--- src/sap_defines.svh ---
`ifndef SAP_DEFINES_SVH
`define SAP_DEFINES_SVH

// Bus, accumulator and RAM word width
`define SAP_DATA_W 8

// Address width of PC, MAR and IR operand field
`define SAP_ADDR_W 4

// Words of program and data memory
`define SAP_RAM_DEPTH 16

// Micro-operation stages per instruction, T0 to T5
`define SAP_STAGES 6

`endif

--- src/sap_pkg.sv ---
`default_nettype none

`include "sap_defines.svh"

package sap_pkg;

    // Upper nibble of an instruction word
    typedef enum logic [3:0] {
        OP_HLT = 4'h0,  // Freeze sequencer at T3
        OP_NOP = 4'h1,
        OP_ADD = 4'h2,  // A <= A + mem
        OP_SUB = 4'h3,  // A <= A - mem
        OP_LDA = 4'h4,  // A <= mem
        OP_OUT = 4'h5,  // Output <= A
        OP_STA = 4'h6,  // mem <= A
        OP_JMP = 4'h7   // PC <= addr
    } opcode_e;

    // Sequencer states, idle sits between instructions
    typedef enum logic [2:0] {
        T0     = 3'd0,
        T1     = 3'd1,
        T2     = 3'd2,
        T3     = 3'd3,
        T4     = 3'd4,
        T5     = 3'd5,
        T_IDLE = 3'd6
    } stage_e;

    // Same RAM byte seen as instruction or as plain data
    typedef union packed {
        struct packed {
            opcode_e                 opcode;  // Upper nibble
            logic [`SAP_ADDR_W-1:0]  addr;    // Operand address
        } instr;
        logic [`SAP_DATA_W-1:0] data;
    } mem_word_u;

endpackage

`default_nettype wire

--- src/sap_control.sv ---
`default_nettype none

`include "sap_defines.svh"

module sap_control
    import sap_pkg::*;
(
    input  wire logic clk,
    input  wire logic rst_n,
    input  wire logic prog_mode,        // Hold idle while RAM is loaded
    input  wire opcode_e opcode,        // From IR, valid from T3 on
    output logic      pc_inc,           // PC count enable
    output logic      pc_en,            // PC onto bus
    output logic      pc_load,          // PC from bus
    output logic      mar_addr_load_n,  // MAR address from bus
    output logic      mar_mem_load_n,   // MAR data latch from bus
    output logic      ram_en_n,         // RAM word onto bus
    output logic      ram_load_n,       // RAM write from data latch
    output logic      ir_load_n,        // IR from bus
    output logic      ir_en_n,          // IR address onto bus
    output logic      rega_load_n,      // A from bus
    output logic      rega_en,          // A onto bus
    output logic      sub,              // Adder in subtract mode
    output logic      regb_en,          // Adder result onto bus
    output logic      regb_load_n,      // B from bus
    output logic      out_load_n,       // Output register from bus
    output logic      halted            // HLT reached, level
);

    localparam stage_e LAST_STAGE = stage_e'(`SAP_STAGES - 1);

    stage_e stage;  // Current micro-operation stage

    // HLT only takes effect once the IR holds it
    assign halted = (stage == T3) && (opcode == OP_HLT);

    // Stage moves on the falling edge so strobes settle before the rising edge
    always_ff @(negedge clk) begin
        if (!rst_n) begin
            stage <= T_IDLE;
        end else if (halted) begin
            stage <= T3;  // Frozen until reset
        end else if (prog_mode) begin
            stage <= T_IDLE;
        end else if (stage == T_IDLE) begin
            stage <= T0;
        end else if (stage == LAST_STAGE) begin
            stage <= T_IDLE;
        end else begin
            stage <= stage_e'(stage + 3'd1);
        end
    end

    // Micro-operation decode, only asserted strobes listed per stage
    always_comb begin
        pc_inc          = 1'b0;
        pc_en           = 1'b0;
        pc_load         = 1'b0;
        mar_addr_load_n = 1'b1;
        mar_mem_load_n  = 1'b1;
        ram_en_n        = 1'b1;
        ram_load_n      = 1'b1;
        ir_load_n       = 1'b1;
        ir_en_n         = 1'b1;
        rega_load_n     = 1'b1;
        rega_en         = 1'b0;
        sub             = 1'b0;
        regb_en         = 1'b0;
        regb_load_n     = 1'b1;
        out_load_n      = 1'b1;
        case (stage)
            T0: begin
                pc_en           = 1'b1;  // PC to MAR
                mar_addr_load_n = 1'b0;
            end
            T1: begin
                pc_inc = 1'b1;  // Every instruction, HLT included
            end
            T2: begin
                ram_en_n  = 1'b0;  // Instruction fetch
                ir_load_n = 1'b0;
            end
            T3: begin
                case (opcode)
                    OP_ADD, OP_SUB, OP_LDA, OP_STA: begin
                        ir_en_n         = 1'b0;  // Operand address to MAR
                        mar_addr_load_n = 1'b0;
                    end
                    OP_OUT: begin
                        rega_en    = 1'b1;
                        out_load_n = 1'b0;
                    end
                    OP_JMP: begin
                        ir_en_n = 1'b0;
                        pc_load = 1'b1;
                    end
                    default: ;  // HLT, NOP and undefined codes
                endcase
            end
            T4: begin
                case (opcode)
                    OP_ADD, OP_SUB: begin
                        ram_en_n    = 1'b0;  // Operand into B
                        regb_load_n = 1'b0;
                    end
                    OP_LDA: begin
                        ram_en_n    = 1'b0;
                        rega_load_n = 1'b0;
                    end
                    OP_STA: begin
                        rega_en        = 1'b1;  // A into data latch
                        mar_mem_load_n = 1'b0;
                    end
                    default: ;
                endcase
            end
            T5: begin
                case (opcode)
                    OP_ADD: begin
                        regb_en     = 1'b1;  // Sum back into A
                        rega_load_n = 1'b0;
                    end
                    OP_SUB: begin
                        sub         = 1'b1;
                        regb_en     = 1'b1;
                        rega_load_n = 1'b0;
                    end
                    OP_STA: begin
                        ram_load_n = 1'b0;  // Latch written to RAM
                    end
                    default: ;
                endcase
            end
            default: ;  // Idle drives nothing
        endcase
    end

endmodule

`default_nettype wire

--- src/sap_execute.sv ---
`default_nettype none

`include "sap_defines.svh"

module sap_execute (
    input  wire logic                   clk,
    input  wire logic                   rst_n,
    input  wire logic [`SAP_DATA_W-1:0] bus,
    input  wire logic                   rega_load_n,  // A from bus
    input  wire logic                   regb_load_n,  // B from bus
    input  wire logic                   sub,          // Adder mode select
    input  wire logic                   out_load_n,   // Output register from bus
    output logic      [`SAP_DATA_W-1:0] rega_value,
    output logic      [`SAP_DATA_W-1:0] alu_value,
    output logic      [`SAP_DATA_W-1:0] out_value,
    output logic                        out_valid
);

    logic [`SAP_DATA_W-1:0] rega;  // Accumulator
    logic [`SAP_DATA_W-1:0] regb;  // Operand register

    // Accumulator, also the adder's destination
    always_ff @(posedge clk) begin
        if (!rst_n) begin
            rega <= '0;
        end else if (!rega_load_n) begin
            rega <= bus;
        end
    end

    always_ff @(posedge clk) begin
        if (!rst_n) begin
            regb <= '0;
        end else if (!regb_load_n) begin
            regb <= bus;
        end
    end

    // Result truncated to bus width, so both directions wrap mod 256
    always_comb begin
        if (sub) begin
            alu_value = rega - regb;
        end else begin
            alu_value = rega + regb;
        end
    end

    // Output register holds its value between OUT instructions
    always_ff @(posedge clk) begin
        if (!rst_n) begin
            out_value <= '0;
        end else if (!out_load_n) begin
            out_value <= bus;
        end
    end

    // Valid in the cycle after the load edge, strobe lasts one cycle
    always_ff @(posedge clk) begin
        if (!rst_n) begin
            out_valid <= 1'b0;
        end else begin
            out_valid <= ~out_load_n;
        end
    end

    assign rega_value = rega;

endmodule

`default_nettype wire

--- src/sap_fetch.sv ---
`default_nettype none

`include "sap_defines.svh"

module sap_fetch
    import sap_pkg::*;
(
    input  wire logic                   clk,
    input  wire logic                   rst_n,
    input  wire logic [`SAP_DATA_W-1:0] bus,
    input  wire logic                   pc_inc,
    input  wire logic                   pc_en,
    input  wire logic                   pc_load,
    input  wire logic                   mar_addr_load_n,
    input  wire logic                   mar_mem_load_n,
    input  wire logic                   ram_en_n,
    input  wire logic                   ram_load_n,
    input  wire logic                   ir_load_n,
    input  wire logic                   ir_en_n,
    input  wire logic                   prog_mode,
    input  wire logic                   prog_we,
    input  wire logic [`SAP_ADDR_W-1:0] prog_addr,
    input  wire logic [`SAP_DATA_W-1:0] prog_data,
    output logic      [`SAP_ADDR_W-1:0] pc_value,
    output logic      [`SAP_DATA_W-1:0] ram_data,
    output logic      [`SAP_ADDR_W-1:0] ir_addr,
    output opcode_e                     opcode
);

    logic [`SAP_ADDR_W-1:0] pc;
    logic [`SAP_ADDR_W-1:0] mar;                        // Memory address register
    logic [`SAP_DATA_W-1:0] mdr;                        // MAR data latch for STA
    logic [`SAP_DATA_W-1:0] ram [`SAP_RAM_DEPTH];
    mem_word_u              ir;

    // PC, jump load wins over count
    always_ff @(posedge clk) begin
        if (!rst_n) begin
            pc <= '0;
        end else if (pc_load) begin
            pc <= bus[`SAP_ADDR_W-1:0];
        end else if (pc_inc) begin
            pc <= pc + 1'b1;  // Wraps at 16
        end
    end

    // Address and data latches feeding the RAM
    always_ff @(posedge clk) begin
        if (!mar_addr_load_n) begin
            mar <= bus[`SAP_ADDR_W-1:0];
        end
        if (!mar_mem_load_n) begin
            mdr <= bus;
        end
    end

    // Program port owns the RAM in load mode
    always_ff @(posedge clk) begin
        if (prog_mode) begin
            if (prog_we) begin
                ram[prog_addr] <= prog_data;
            end
        end else if (!ram_load_n) begin
            ram[mar] <= mdr;
        end
    end

    // Loaded as a data byte, decoded as an instruction
    always_ff @(posedge clk) begin
        if (!rst_n) begin
            ir.instr.opcode <= OP_NOP;
            ir.instr.addr   <= '0;
        end else if (!ir_load_n) begin
            ir.data <= bus;
        end
    end

    assign ram_data = ram[mar];          // Asynchronous read
    assign pc_value = pc;
    assign ir_addr  = ir.instr.addr;
    assign opcode   = ir.instr.opcode;

endmodule

`default_nettype wire

--- src/sap_top.sv ---
`default_nettype none

`include "sap_defines.svh"

module sap_top
    import sap_pkg::*;
(
    input  wire logic                   clk,
    input  wire logic                   rst_n,
    input  wire logic                   prog_mode,  // RAM load, sequencer idle
    input  wire logic                   prog_we,
    input  wire logic [`SAP_ADDR_W-1:0] prog_addr,
    input  wire logic [`SAP_DATA_W-1:0] prog_data,
    output logic      [`SAP_DATA_W-1:0] out_value,
    output logic                        out_valid,
    output logic                        halted
);

    localparam int PAD_W = `SAP_DATA_W - `SAP_ADDR_W;

    logic                   pc_inc;
    logic                   pc_en;
    logic                   pc_load;
    logic                   mar_addr_load_n;
    logic                   mar_mem_load_n;
    logic                   ram_en_n;
    logic                   ram_load_n;
    logic                   ir_load_n;
    logic                   ir_en_n;
    logic                   rega_load_n;
    logic                   rega_en;
    logic                   sub;
    logic                   regb_en;
    logic                   regb_load_n;
    logic                   out_load_n;
    opcode_e                opcode;
    logic [`SAP_DATA_W-1:0] bus;
    logic [`SAP_ADDR_W-1:0] pc_value;
    logic [`SAP_ADDR_W-1:0] ir_addr;
    logic [`SAP_DATA_W-1:0] ram_data;
    logic [`SAP_DATA_W-1:0] rega_value;
    logic [`SAP_DATA_W-1:0] alu_value;

    // Bus multiplexer in place of tri-state drivers
    always_comb begin
        if (pc_en) begin
            bus = {{PAD_W{1'b0}}, pc_value};
        end else if (!ram_en_n) begin
            bus = ram_data;
        end else if (!ir_en_n) begin
            bus = {{PAD_W{1'b0}}, ir_addr};  // Address nibble only
        end else if (rega_en) begin
            bus = rega_value;
        end else if (regb_en) begin
            bus = alu_value;  // Adder result
        end else begin
            bus = '0;  // Idle bus reads zero
        end
    end

    sap_control u_control (
        .clk             (clk),
        .rst_n           (rst_n),
        .prog_mode       (prog_mode),
        .opcode          (opcode),
        .pc_inc          (pc_inc),
        .pc_en           (pc_en),
        .pc_load         (pc_load),
        .mar_addr_load_n (mar_addr_load_n),
        .mar_mem_load_n  (mar_mem_load_n),
        .ram_en_n        (ram_en_n),
        .ram_load_n      (ram_load_n),
        .ir_load_n       (ir_load_n),
        .ir_en_n         (ir_en_n),
        .rega_load_n     (rega_load_n),
        .rega_en         (rega_en),
        .sub             (sub),
        .regb_en         (regb_en),
        .regb_load_n     (regb_load_n),
        .out_load_n      (out_load_n),
        .halted          (halted)
    );

    sap_fetch u_fetch (
        .clk             (clk),
        .rst_n           (rst_n),
        .bus             (bus),
        .pc_inc          (pc_inc),
        .pc_en           (pc_en),
        .pc_load         (pc_load),
        .mar_addr_load_n (mar_addr_load_n),
        .mar_mem_load_n  (mar_mem_load_n),
        .ram_en_n        (ram_en_n),
        .ram_load_n      (ram_load_n),
        .ir_load_n       (ir_load_n),
        .ir_en_n         (ir_en_n),
        .prog_mode       (prog_mode),
        .prog_we         (prog_we),
        .prog_addr       (prog_addr),
        .prog_data       (prog_data),
        .pc_value        (pc_value),
        .ram_data        (ram_data),
        .ir_addr         (ir_addr),
        .opcode          (opcode)
    );

    sap_execute u_execute (
        .clk         (clk),
        .rst_n       (rst_n),
        .bus         (bus),
        .rega_load_n (rega_load_n),
        .regb_load_n (regb_load_n),
        .sub         (sub),
        .out_load_n  (out_load_n),
        .rega_value  (rega_value),
        .alu_value   (alu_value),
        .out_value   (out_value),
        .out_valid   (out_valid)
    );

endmodule

`default_nettype wire

--- config.mk ---
export PLATFORM = sky130hd
export DESIGN_NAME = sap_top
export DESIGN_NICKNAME = d
export VERILOG_FILES = /design/src/sap_pkg.sv /design/src/sap_control.sv /design/src/sap_execute.sv /design/src/sap_fetch.sv /design/src/sap_top.sv
export VERILOG_INCLUDE_DIRS = /design/src
export SDC_FILE = /design/constraint.sdc
export NUM_CORES = 1
export LEC_CHECK = 0
export BUFFER_PORTS_ARGS = -buffer_cell sky130_fd_sc_hd__buf_2
export CORE_UTILIZATION = 35
export CTS_BUF_LIST = sky130_fd_sc_hd__clkbuf_4
export DETAILED_ROUTE_END_ITERATION = 12
export PLACE_DENSITY = 0.47
export SETUP_SLACK_MARGIN = 0.4
export SYNTH_ARGS = -nofsm -noshare
export SYNTH_HDL_FRONTEND = slang
export SYNTH_SLANG_ARGS = --single-unit
--- constraint.sdc ---
create_clock -name clk -period 7.6 [get_ports clk]
set_input_delay 0 -clock clk [delete_from_list [all_inputs] [get_ports clk]]
set_output_delay 0 -clock clk [all_outputs]
set_load 0.03 [all_outputs]
==> results by group, run 1 <==
CTS
  • TritonCTS Buffers: 17
  • Root buffer cell: clkbuf_4
  • Htree depth: 4
  • Clk pin slew, worst setup/hold paths: 0.19 ns
  • CTS tree: built
  • Skew-Pair Late Insertion Delay: 0.58 ns
  • Max clock buf depth: 2
  • Clock sinks: 184

Yosys
  • Mapped Nets: 580
  • Synth area leader: edfxtp_1
  • Asr flop ratio synth: 0%
  • Synth Flop Type: edfxtp_1
  • Mapped Area: 8025 um^2
  • Cells after synthesis: about 550
  • FF+latch count, synth: ~180
  • Yosys warns: 0
  • Top-area cell type share of the netlist area: a little over half
  • Distinct cells, synth: 62
  • Register area share after synthesis: a little under two thirds
  • Syn avg cell area: 14.51 um^2
  • Top cells by area, synth: edfxtp_1, dfxtp_1, mux4_2
  • EDFF count, synth: 140

Routing
  • DR pass1 iterations: 4
  • WL per Instance: between 20 and 25 um
  • Post-route ant nets: 0
  • Total wire length: 19250 um
  • Vias: 4776
  • Residual DRC: 0
  • Initial DRC count: 408
  • Vias per inst: 5.301

Placed design
  • Placed Cells: about 860
  • Post-DP HPWL: 13500 um
  • # port buffers: 25
  • Routability cong.: 0.8308
  • Placed cell area: 8558 um^2

Power and ir drop
  • Total power: 1.777 mW
  • Worst VDD drop: 0.00008547 V
  • Power per Cell Area: 199.5 nW/um^2
  • Static Leak: ~3.1 nW

Final layout
  • Nets: 629
  • Non-filler cells, final: 901
  • P&R area growth vs syn: 10.99%
  • Share of cells above drive strength 1: between 20% and 30%
  • Most common cell after layout, fill and taps aside: edfxtp_1
  • Post-Route Utilization: 39.46%
  • Fin area: ~8900 um^2
  • Most frequent cells in the layout: edfxtp_1, nand2_1, dfxtp_1, o21ai_0, a21oi_1
  • Fill cells: 2115

Timing
  • Final setup TNS: 0 ns
  • Slew @ Worst Pin: 0.9827 ns
  • Clk_skew: 0.02786 ns
  • Final slew viol count: 0
  • Slew margin rel.: roughly a third
  • Endpoints failing setup: 0
  • Unrepaired setup endpoints after global routing: no
  • Final hold vios: 0

Global route
  • Largest net degree at the start of global routing: 40
  • Initial antenna violation count: 1
  • Vias in the first global route: 4923
  • Global-route wire length before repair: 29550 um
  • Total gr overflow: 0
  • Total Routing Usage GR: 17.22%

Worst setup path
  • Arr. time, crit path: around 7.3 ns
  • Critical path's slowest cell: a311o_1
  • CP Launch Type: flop
  • Buf/Inv on CP: 2
  • Setup crit end kind: flop
  • Crit-path cells: nand3b_1 > nor3_2 > nand2_2 > o31ai_1 > xor2_1 > ha_1 > a21oi_1 > nor2b_1 > a311o_1 > a31oi_1 > xnor2_1 > a222oi_1 > buf_4 > inv_1
  • Crit-path max cell delay: 0.36 ns
  • Worst EP required: ~8 ns
  • Crit Path Class: flop to flop
  • CP Max Fanout: 6
  • Top delay family on crit path: compound AO/OA/AOI/OAI gates

Die
  • Core ar.: 22570 um^2
  • Initial Utilization: around 36%
  • Die Height: 153.4 um
  • Ports: 26
  • Die area: 23540 um^2
  • Die X: about 150 um
  • Row count: 55

Job
  • Max-cap violations: 0

Min path
  • Worst hold path class: input pin to flop

Outcome
  • Outcome: finished clean
final timing paths:
kind,startpoint,to,slack [ns],cells past startpoint
worst max-delay path,u_control.stage[1]$_SDFF_NP1_,u_fetch.mdr[7]$_DFFE_PN_,0.67,14
worst min-delay path,prog_data[1],u_fetch.ram[10][1]$_DFFE_PP_,0.10,3
worst max register to register,u_control.stage[1]$_SDFF_NP1_,u_fetch.mdr[7]$_DFFE_PN_,0.67,14
worst min register to register,u_execute.out_value[6]$_SDFFE_PN0P_,u_execute.out_value[6]$_SDFFE_PN0P_,0.49,2
sequential cells by signal (all words and copies together) (netlist names), named ones only:
signal / count
u_execute.out_value: 8
u_execute.out_valid: 1
u_fetch.pc_value: 4
u_execute.rega_value: 8
u_fetch.ir: 8
u_fetch.ram: 128
u_control.stage: 3
u_fetch.mdr: 8
u_execute.regb: 8
u_fetch.mar: 4
layout make-up:
cell class,count,area [um^2],area share [%]
Antenna cell,1,2.502,0.02809
Clock buffer,17,127.6,1.433
Clock inverter,18,186.4,2.093
Inverter,25,93.84,1.054
Multi-Input combinational cell,316,2701,30.33
Sequential cell,184,5086,57.10
Tap cell,285,356.6,4.003
Timing Repair Buffer,55,352.8,3.961
per-stage QoR:
stage / setup WS [ns] / hold WS, ns
final: 0.6695 / 0.1046
after global routing: 0.4439 / 0.07129
after global placement: 0.2435 / 0.4407
after floorplan: 0.4831 / 0.1995
after detailed placement: 0.1901 / 0.4404
after CTS: 0.4433 / 0.05492
worst reg2reg max path: stages (launching register included):
cell and delay, ns:
dfxtp_1 0.30, nand3b_1 0.22, nor3_2 0.21, nand2_2 0.14, o31ai_1 0.12, xor2_1 0.22, ha_1 0.31, a21oi_1 0.15
nor2b_1 0.06, a311o_1 0.36, a31oi_1 0.21, xnor2_1 0.10, a222oi_1 0.31, buf_4 0.19, inv_1 0.04
where the power goes:
| group | total, mW | switching [mW] | internal (mW) |
|---|---|---|---|
| Clock | 0.562 | 0.404 | 0.158 |
| Sequential | 1.10 | 0.0101 | 1.09 |
| Combinational | 0.115 | 0.0696 | 0.0454 |
cells by family after synthesis:
family                     Yosys count  share of synthesized area [%]
muxes                               49                          13.07
buffers and inverters               53                          3.274
AOI/OAI and AO/OA                  120                          9.713
xor gates and xnor gates            15                          1.637
adders and majority gates           11                          1.809
and+or+nand+nor                    121                          7.141
DFF                                184                          63.36
timing repair:
action / in CTS / in global routing
pin swaps: 1 / 1
resized for setup: 0 / 3
endpoints found under the hold margin: 33 / 0
hold buffers: 1 / 0
buffers inserted: 1 / 1
setup endpoints to repair: 5 / 9
cloned: 0 / 0
synth_stat cells (5+ instances only):
cell	count
a21oi_1	32
a21oi_2	5
a31oi_1	7
clkbuf_1	16
dfxtp_1	44
edfxtp_1	140
ha_1	10
inv_1	19
inv_2	6
mux2i_1	7
mux4_1	17
mux4_2	22
nand2_1	48
nand2b_1	5
nor2_1	26
nor2b_1	5
nor3_1	9
o21ai_0	36
o21ai_1	7
xnor2_1	6
xor2_1	9
metal layers:
metal  up-vias  share of wire, %  GRT usage (%)
met1      2445                46          22.49
li1       2226                 -              -
met2        87                50          28.83
met3        18               3.1          3.374
met5         -                 0              0
met4         0               1.8          5.524
Power figures use the tool's default switching activity.
==> run 2: changes to the inputs <==
- CELL_PAD_IN_SITES_DETAIL_PLACEMENT: unset -> 0
- CELL_PAD_IN_SITES_GLOBAL_PLACEMENT: unset -> 1
- CORE_UTILIZATION: 35 -> 45
- PLACE_DENSITY: 0.47 -> 0.67
==> run 2 against run 1 <==
Setup slack worse by 0.048 ns; hold slack better by 0.0041 ns; count of clock-buffer cells in the layout is 2 higher; flip-flop and latch count unchanged; combinational power fell by 3%; global-route usage is 2.7 points higher; die area decreased by 22%; largest power group unchanged.
==> results by group, run 2 (synthesis results as in run 1) <==
Worst setup path
  • Worst EP required: 7.95 ns (was 7.98 ns)
  • CP Launch Type: flop (unchanged)
  • CP Max Fanout: 6 (unchanged)
  • Crit Path Class: flop to flop (unchanged)
  • Crit-path max cell delay: 0.39 ns (was 0.36 ns)
  • Crit-path cells: nand3b_1 > nor3_2 > nand2_2 > mux2i_4 > ha_1 > nor2b_1 > o21a_1 > a311o_1 > a31oi_1 > xnor2_1 > a222oi_1 > buf_4 > inv_1 (was nand3b_1 > nor3_2 > nand2_2 > o31ai_1 > xor2_1 > ha_1 > a21oi_1 > nor2b_1 > a311o_1 > a31oi_1 > xnor2_1 > a222oi_1 > buf_4 > inv_1)
  • Critical path's slowest cell: a311o_1 (unchanged)
  • Arr. time, crit path: 7.33 ns (was 7.31 ns)
  • Setup crit end kind: flop (unchanged)

Power and ir drop
  • Switching Power: 0.4276 mW (was 0.4837 mW)
  • Clock share of power: 30.5% (was 31.6%)
  • Static Leak: 3.021 nW (was 3.123 nW)
  • Internal power: 1.316 mW (was 1.293 mW)
  • Flop pwr share: 63.2% (was 61.9%)
  • Switching portion of total power: 24.52% (was 27.23%)
  • Combinational cell fraction of total power: 6.3% (was 6.5%)
  • Power per Cell Area: 200.7 nW/um^2 (was 199.5 nW/um^2)
  • Worst VDD drop: 0.0001467 V (was 0.00008547 V)

Timing
  • Clk_skew: 0.03196 ns (was 0.02786 ns)
  • Endpoints failing setup: 0 (unchanged)
  • Slew @ Worst Pin: 1.112 ns (was 0.9827 ns)
  • Hold Slack: 0.1086 ns (was 0.1046 ns)
  • Slew margin rel.: 25.87% (was 33.98%)
  • Final setup TNS: 0 ns (unchanged)
  • Final slew viol count: 0 (unchanged)
  • Final hold vios: 0 (unchanged)
  • Unrepaired setup endpoints after global routing: no (unchanged)

Final layout
  • Non-filler cells, final: 824 (was 901)
  • Nets: 612 (was 629)
  • Post-Route Utilization: 50.05% (was 39.46%)
  • Biggest register: u_fetch.ram (unchanged)
  • Most common cell after layout, fill and taps aside: edfxtp_1 (unchanged)
  • FF+latch area: 5086 um^2 (unchanged)
  • Share of cells above drive strength 1: 19.73% (was 21.79%)
  • Area of the multi-input gates: 2710 um^2 (was 2701 um^2)
  • Most frequent cells in the layout: edfxtp_1, nand2_1, dfxtp_1, o21ai_0, a21oi_1 (unchanged)
  • Max FFs per register: 128 (unchanged)
  • P&R area growth vs syn: 8.248% (was 10.99%)
  • Fill cells: 1498 (was 2115)

Die
  • Die area: 18370 um^2 (was 23540 um^2)
  • Initial Utilization: 46.24% (was 35.55%)
  • Row count: 48 (was 55)
  • Die X: 135.5 um (was 153.4 um)
  • Ports: 26 (unchanged)
  • Die Height: 135.5 um (was 153.4 um)
  • Core ar.: 17360 um^2 (was 22570 um^2)

Routing
  • Residual DRC: 0 (unchanged)
  • Initial DRC count: 326 (was 408)
  • DR pass1 iterations: 4 (unchanged)
  • WL per Instance: 20.35 um (was 21.37 um)
  • Vias: 4610 (was 4776)
  • Post-route ant nets: 0 (unchanged)
  • Total wire length: 16770 um (was 19250 um)
  • Vias per inst: 5.595 (was 5.301)

Global route
  • Global-route wire length before repair: 26500 um (was 29550 um)
  • Vias in the first global route: 4712 (was 4923)
  • Total Routing Usage GR: 19.92% (was 17.22%)
  • Largest net degree at the start of global routing: 40 (unchanged)
  • Total gr overflow: 0 (unchanged)
  • Initial antenna violation count: 1 (unchanged)

Placed design
  • Routability cong.: 0.8319 (was 0.8308)
  • Placed Cells: 787 (was 863)
  • # port buffers: 25 (unchanged)
  • Post-DP HPWL: 11830 um (was 13500 um)

CTS
  • TritonCTS Buffers: 17 (unchanged)
  • Clock sinks: 184 (unchanged)
  • Htree depth: 4 (unchanged)
  • CTS tree: built (unchanged)
  • Root buffer cell: clkbuf_4 (unchanged)
  • Max clock buf depth: 2 (unchanged)
  • Clk pin slew, worst setup/hold paths: 0.16 ns (was 0.19 ns)
  • Skew-Pair Late Insertion Delay: 0.56 ns (was 0.58 ns)

Min path
  • Worst hold path class: input pin to flop (unchanged)

Job
  • Max-cap violations: 0 (unchanged)

Outcome
  • Outcome: finished clean (unchanged)
run 2: critical path: cells and delay by family (launching register included):
kind	cells	cell delay, ns
DFF	1	0.30
muxes	1	0.24
xor gates and xnor gates	1	0.10
buffers and inverters	2	0.24
adders and majority gates	1	0.28
and+or+nand+nor	4	0.73
AOI/OAI and AO/OA	4	1.11
run 2: worst paths after layout:
kind                                             from                             endpoint  slack [ns]  cells past startpoint
setup reg to reg        u_control.stage[1]$_SDFF_NP1_             u_fetch.mdr[7]$_DFFE_PN_        0.62                     13
hold reg to reg   u_execute.out_value[6]$_SDFFE_PN0P_  u_execute.out_value[6]$_SDFFE_PN0P_        0.47                      2
hold / removal                           prog_data[0]         u_fetch.ram[12][0]$_DFFE_PP_        0.11                      3
setup / recovery        u_control.stage[1]$_SDFF_NP1_             u_fetch.mdr[7]$_DFFE_PN_        0.62                     13
run 2: power by group through the flow:
stage	Combinational, mW	Sequential (mW)	Clock [mW]
6_report	0.111	1.10	0.532
5_1_grt	0.121	1.10	0.583
4_1_cts	0.111	1.10	0.546
3_5_place_dp	0.109	1.12	0.00328
3_3_place_gp	0.107	1.12	0.00328
2_1_floorplan	0.0845	1.12	0.00328
run 2: per-stage QoR:
step,total power [mW],setup slack (ns),area (um^2)
6_report,1.744,0.6215,8687
5_1_grt,1.807,0.4318,8687
4_1_cts,1.758,0.4637,8665
3_5_place_dp,1.236,0.2058,8363
3_3_place_gp,1.234,0.3196,8363
2_1_floorplan,1.203,0.4831,8025
run 2: final cells by class:
class | instances | share of cell area (%)
Inverter | 25 | 1.080
Multi-Input combinational cell | 316 | 31.20
Timing Repair Buffer | 38 | 2.593
Antenna cell | 1 | 0.02881
Sequential cell | 184 | 58.55
Clock inverter | 16 | 1.671
Tap cell | 225 | 3.241
Clock buffer | 19 | 1.642
run 2: per-layer routing:
layer | wire (um) | global-route usage [%] | vias to the layer above
met5 | 0 | 0 | -
met4 | 406 | 8.302 | 0
met3 | 446 | 3.891 | 26
met2 | 8407 | 33.42 | 72
met1 | 7511 | 25.24 | 2311
li1 | - | - | 2201
run 2: timing repair:
item / CTS / global route
pin swaps: 1 / 0
endpoints found under the setup margin: 5 / 14
hold buffers: 1 / 0
buffers inserted: 1 / 0
resized for setup: 0 / 4
hold endpoints to repair: 34 / 0
==> run 3: changes to the inputs <==
- ABC_AREA: unset -> 1
- PLACE_DENSITY: 0.67 -> 0.71
==> run 3 against run 2 <==
Die area is 2.8% higher; register-to-register slack better by 0.32 ns; cell area rose by 2.0%; cell count rose by 34%; area after synthesis is 2.9% higher; via count grew 28%; clock skew down 0.017 ns; largest cell class unchanged.
==> results by group, run 3 <==
Outcome
  • Outcome: finished clean (unchanged)

Placed design
  • Routability cong.: 0.8558 (was 0.8319)
  • Dpl ws: 0.9184 ns (was 0.2058 ns)
  • # port buffers: 25 (unchanged)
  • Placed Cells: 1072 (was 787)
  • Post-DP HPWL: 13260 um (was 11830 um)

Yosys
  • Mapped Nets: 866 (was 580)
  • Distinct cells, synth: 37 (was 62)
  • Commonest cells in the netlist: nand2_1, edfxtp_1, nand3_1 (was edfxtp_1, nand2_1, dfxtp_1)
  • Top-area cell type share of the netlist area: 50.92% (was 52.39%)
  • Synth area leader: edfxtp_1 (unchanged)
  • Asr flop ratio synth: 0% (unchanged)
  • Mapped Area: 8257 um^2 (was 8025 um^2)
  • Register area share after synthesis: 61.59% (was 63.36%)
  • Yosys warns: 0 (unchanged)
  • EDFF count, synth: 140 (unchanged)
  • Cells after synthesis: 839 (was 553)
  • Synth Flop Type: edfxtp_1 (unchanged)
  • Top cells by area, synth: edfxtp_1, dfxtp_1, nand2_1 (was edfxtp_1, dfxtp_1, mux4_2)
  • Syn avg cell area: 9.841 um^2 (was 14.51 um^2)
  • Most common cell in the synthesized netlist: nand2_1 (was edfxtp_1)
  • FF+latch count, synth: 184 (unchanged)

Timing
  • Slew @ Worst Pin: 0.9948 ns (was 1.112 ns)
  • Hold Slack: 0.1885 ns (was 0.1086 ns)
  • Final hold vios: 0 (unchanged)
  • Slew margin rel.: 33.58% (was 25.87%)
  • Endpoints failing setup: 0 (unchanged)
  • Unrepaired setup endpoints after global routing: no (unchanged)
  • Clk_skew: 0.01532 ns (was 0.03196 ns)
  • Final setup TNS: 0 ns (unchanged)
  • Setup WS post-layout: 0.9439 ns (was 0.6215 ns)
  • Final slew viol count: 0 (unchanged)

Worst setup path
  • Reg-to-Reg Start: u_control.stage[2]$_SDFF_NN1_ (was u_control.stage[1]$_SDFF_NP1_)
  • Crit Path Class: flop to flop (unchanged)
  • Worst setup endpoint: u_fetch.mdr[4]$_DFFE_PN_ (was u_fetch.mdr[7]$_DFFE_PN_)
  • R2R cell count: 16 (was 13)
  • CP Launch Point: u_control.stage[2]$_SDFF_NN1_ (was u_control.stage[1]$_SDFF_NP1_)
  • CP Launch Type: flop (unchanged)
  • Reg2Reg Setup Slack: 0.94 ns (was 0.62 ns)
  • Worst EP required: 7.93 ns (was 7.95 ns)
  • CP Max Fanout: 9 (was 6)
  • Setup crit end kind: flop (unchanged)
  • Arr. time, crit path: 6.99 ns (was 7.33 ns)
  • R2r endpoint: u_fetch.mdr[4]$_DFFE_PN_ (was u_fetch.mdr[7]$_DFFE_PN_)

Global route
  • Total Routing Usage GR: 22.38% (was 19.92%)
  • Vias in the first global route: 5619 (was 4712)
  • Met3 Usage GRT: 3.274% (was 3.891%)
  • Largest net degree at the start of global routing: 71 (was 40)
  • Met2 usage: 39.64% (was 33.42%)
  • Total gr overflow: 0 (unchanged)
  • Global-route wire length before repair: 30820 um (was 26500 um)
  • Top Usage Layer GRT: met2 (unchanged)
  • M1 GR Usage: 27.86% (was 25.24%)
  • Initial antenna violation count: 0 (was 1)

Die
  • Initial Utilization: 45.96% (was 46.24%)
  • Die Height: 137.5 um (was 135.5 um)
  • Die X: 137.5 um (was 135.5 um)
  • Ports: 26 (unchanged)
  • Core ar.: 17960 um^2 (was 17360 um^2)
  • Die area: 18890 um^2 (was 18370 um^2)
  • Row count: 49 (was 48)

Job
  • Max-cap violations: 0 (unchanged)

Routing
  • Initial DRC count: 329 (was 326)
  • Total wire length: 19700 um (was 16770 um)
  • Vias per inst: 5.310 (was 5.595)
  • WL per Instance: 17.80 um (was 20.35 um)
  • DR pass1 iterations: 5 (was 4)
  • Post-route ant nets: 0 (unchanged)
  • Vias: 5878 (was 4610)
  • Residual DRC: 0 (unchanged)

CTS
  • Htree depth: 4 (unchanged)
  • Clock sinks: 184 (unchanged)
  • Clk pin slew, worst setup/hold paths: 0.15 ns (was 0.16 ns)
  • Max clock buf depth: 2 (unchanged)
  • Root buffer cell: clkbuf_4 (unchanged)
  • TritonCTS Buffers: 17 (unchanged)
  • CTS tree: built (unchanged)
  • Skew-Pair Late Insertion Delay: 0.56 ns (about the same)

Final layout
  • P&R area growth vs syn: 7.289% (was 8.248%)
  • Most common cell after layout, fill and taps aside: nand2_1 (was edfxtp_1)
  • Max FFs per register: 128 (unchanged)
  • Non-filler cells, final: 1107 (was 824)
  • Antenna diodes: 0 (was 1)
  • Fill cells: 1661 (was 1498)
  • Biggest register: u_fetch.ram (unchanged)
  • Share of cells above drive strength 1: 12.30% (was 19.73%)
  • Nets: 892 (was 612)
  • Most frequent cells in the layout: nand2_1, edfxtp_1, nand3_1, o21ai_0, nor2_1 (was edfxtp_1, nand2_1, dfxtp_1, o21ai_0, a21oi_1)

Power and ir drop
  • Static Leak: 3.508 nW (was 3.021 nW)
  • Worst VDD drop: 0.00008366 V (was 0.0001467 V)
  • Power per Cell Area: 198.8 nW/um^2 (was 200.7 nW/um^2)

Min path
  • Worst hold path class: input pin to flop (unchanged)
[run 3: worst min-delay path by stage]
stage                                   start                                  end  slack, ns  cells after the start
5_1_grt                          prog_addr[1]          u_fetch.ram[0][6]$_DFFE_PP_       0.18                      5
2_1_floorplan                           rst_n  u_execute.out_value[7]$_SDFFE_PN0P_       0.16                      2
6_report                         prog_data[1]          u_fetch.ram[5][1]$_DFFE_PP_       0.19                      3
4_1_cts                          prog_addr[2]         u_fetch.ram[14][3]$_DFFE_PP_       0.14                      5
3_5_place_dp   u_execute.out_valid$_SDFF_PN0_                            out_valid       0.44                      1
3_3_place_gp   u_execute.out_valid$_SDFF_PN0_                            out_valid       0.44                      1
[run 3: logic make-up (layout without fill, tap and decap cells)]
logic type,Yosys count,count (layout),synth area share (%)
xor gates and xnor gates,7,7,0.7426
buffers and inverters,105,144,5.622
and+or+nand+nor,366,366,19.14
DFF,184,184,61.59
AOI/OAI and AO/OA,166,166,11.15
adders and majority gates,11,11,1.758
[run 3: cell type report]
cell class	count	area (um^2)	area share [%]
inverter	67	251.5	2.839
sequential	184	5086	57.42
tap	229	286.5	3.234
clock buffer	18	135.1	1.525
clock inverter	17	136.4	1.540
timing repair buffer	42	255.2	2.881
multi-input combinational	550	2708	30.56
[run 3: report_power, final]
part / leakage (nW) / internal, mW / total (mW) / switching, mW
clock network: 0.146 / 0.169 / 0.509 / 0.340
logic: 1.74 / 0.0423 / 0.146 / 0.104
registers: 1.62 / 1.10 / 1.11 / 0.0103
total: 3.51 / 1.31 / 1.76 / 0.455
[run 3: routing by layer]
layer  wire, um  up-vias
met5          0        -
met4        342        0
met3        724       22
met2      10110      133
met1       8519     2800
li1           -     2923
[run 3: critical path, cell delays in order, from the launching register on]
cell	delay, ns
dfxtp_1	0.53
nand3_4	0.16
nor2_8	0.22
nand2_4	0.10
nand2_1	0.09
xor2_1	0.17
ha_1	0.32
nand2_1	0.10
nand2_1	0.06
a31o_2	0.22
or2_2	0.27
nand3_1	0.07
nand2_1	0.05
nand2_1	0.05
nand2_1	0.05
nand2_2	0.12
inv_1	0.05
[run 3: stage by stage]
step / instance area, um^2 / utilization (%) / total power [mW]
floorplan: 8257 / - / 1.233
global placement: 8581 / 47.77 / 1.276
detailed placement: 8581 / 47.77 / 1.278
CTS: 8859 / 49.31 / 1.777
global route: 8859 / 49.31 / 1.836
finish: 8859 / 49.31 / 1.761
[run 3: what timing repair did]
item / 4_1_cts / 5_1_grt
gates resized for setup: 0 / 0
hold endpoints to repair: 33 / 0
hold buffers: 1 / 0
endpoints found under the setup margin: 0 / 0
buffers inserted: 0 / 0
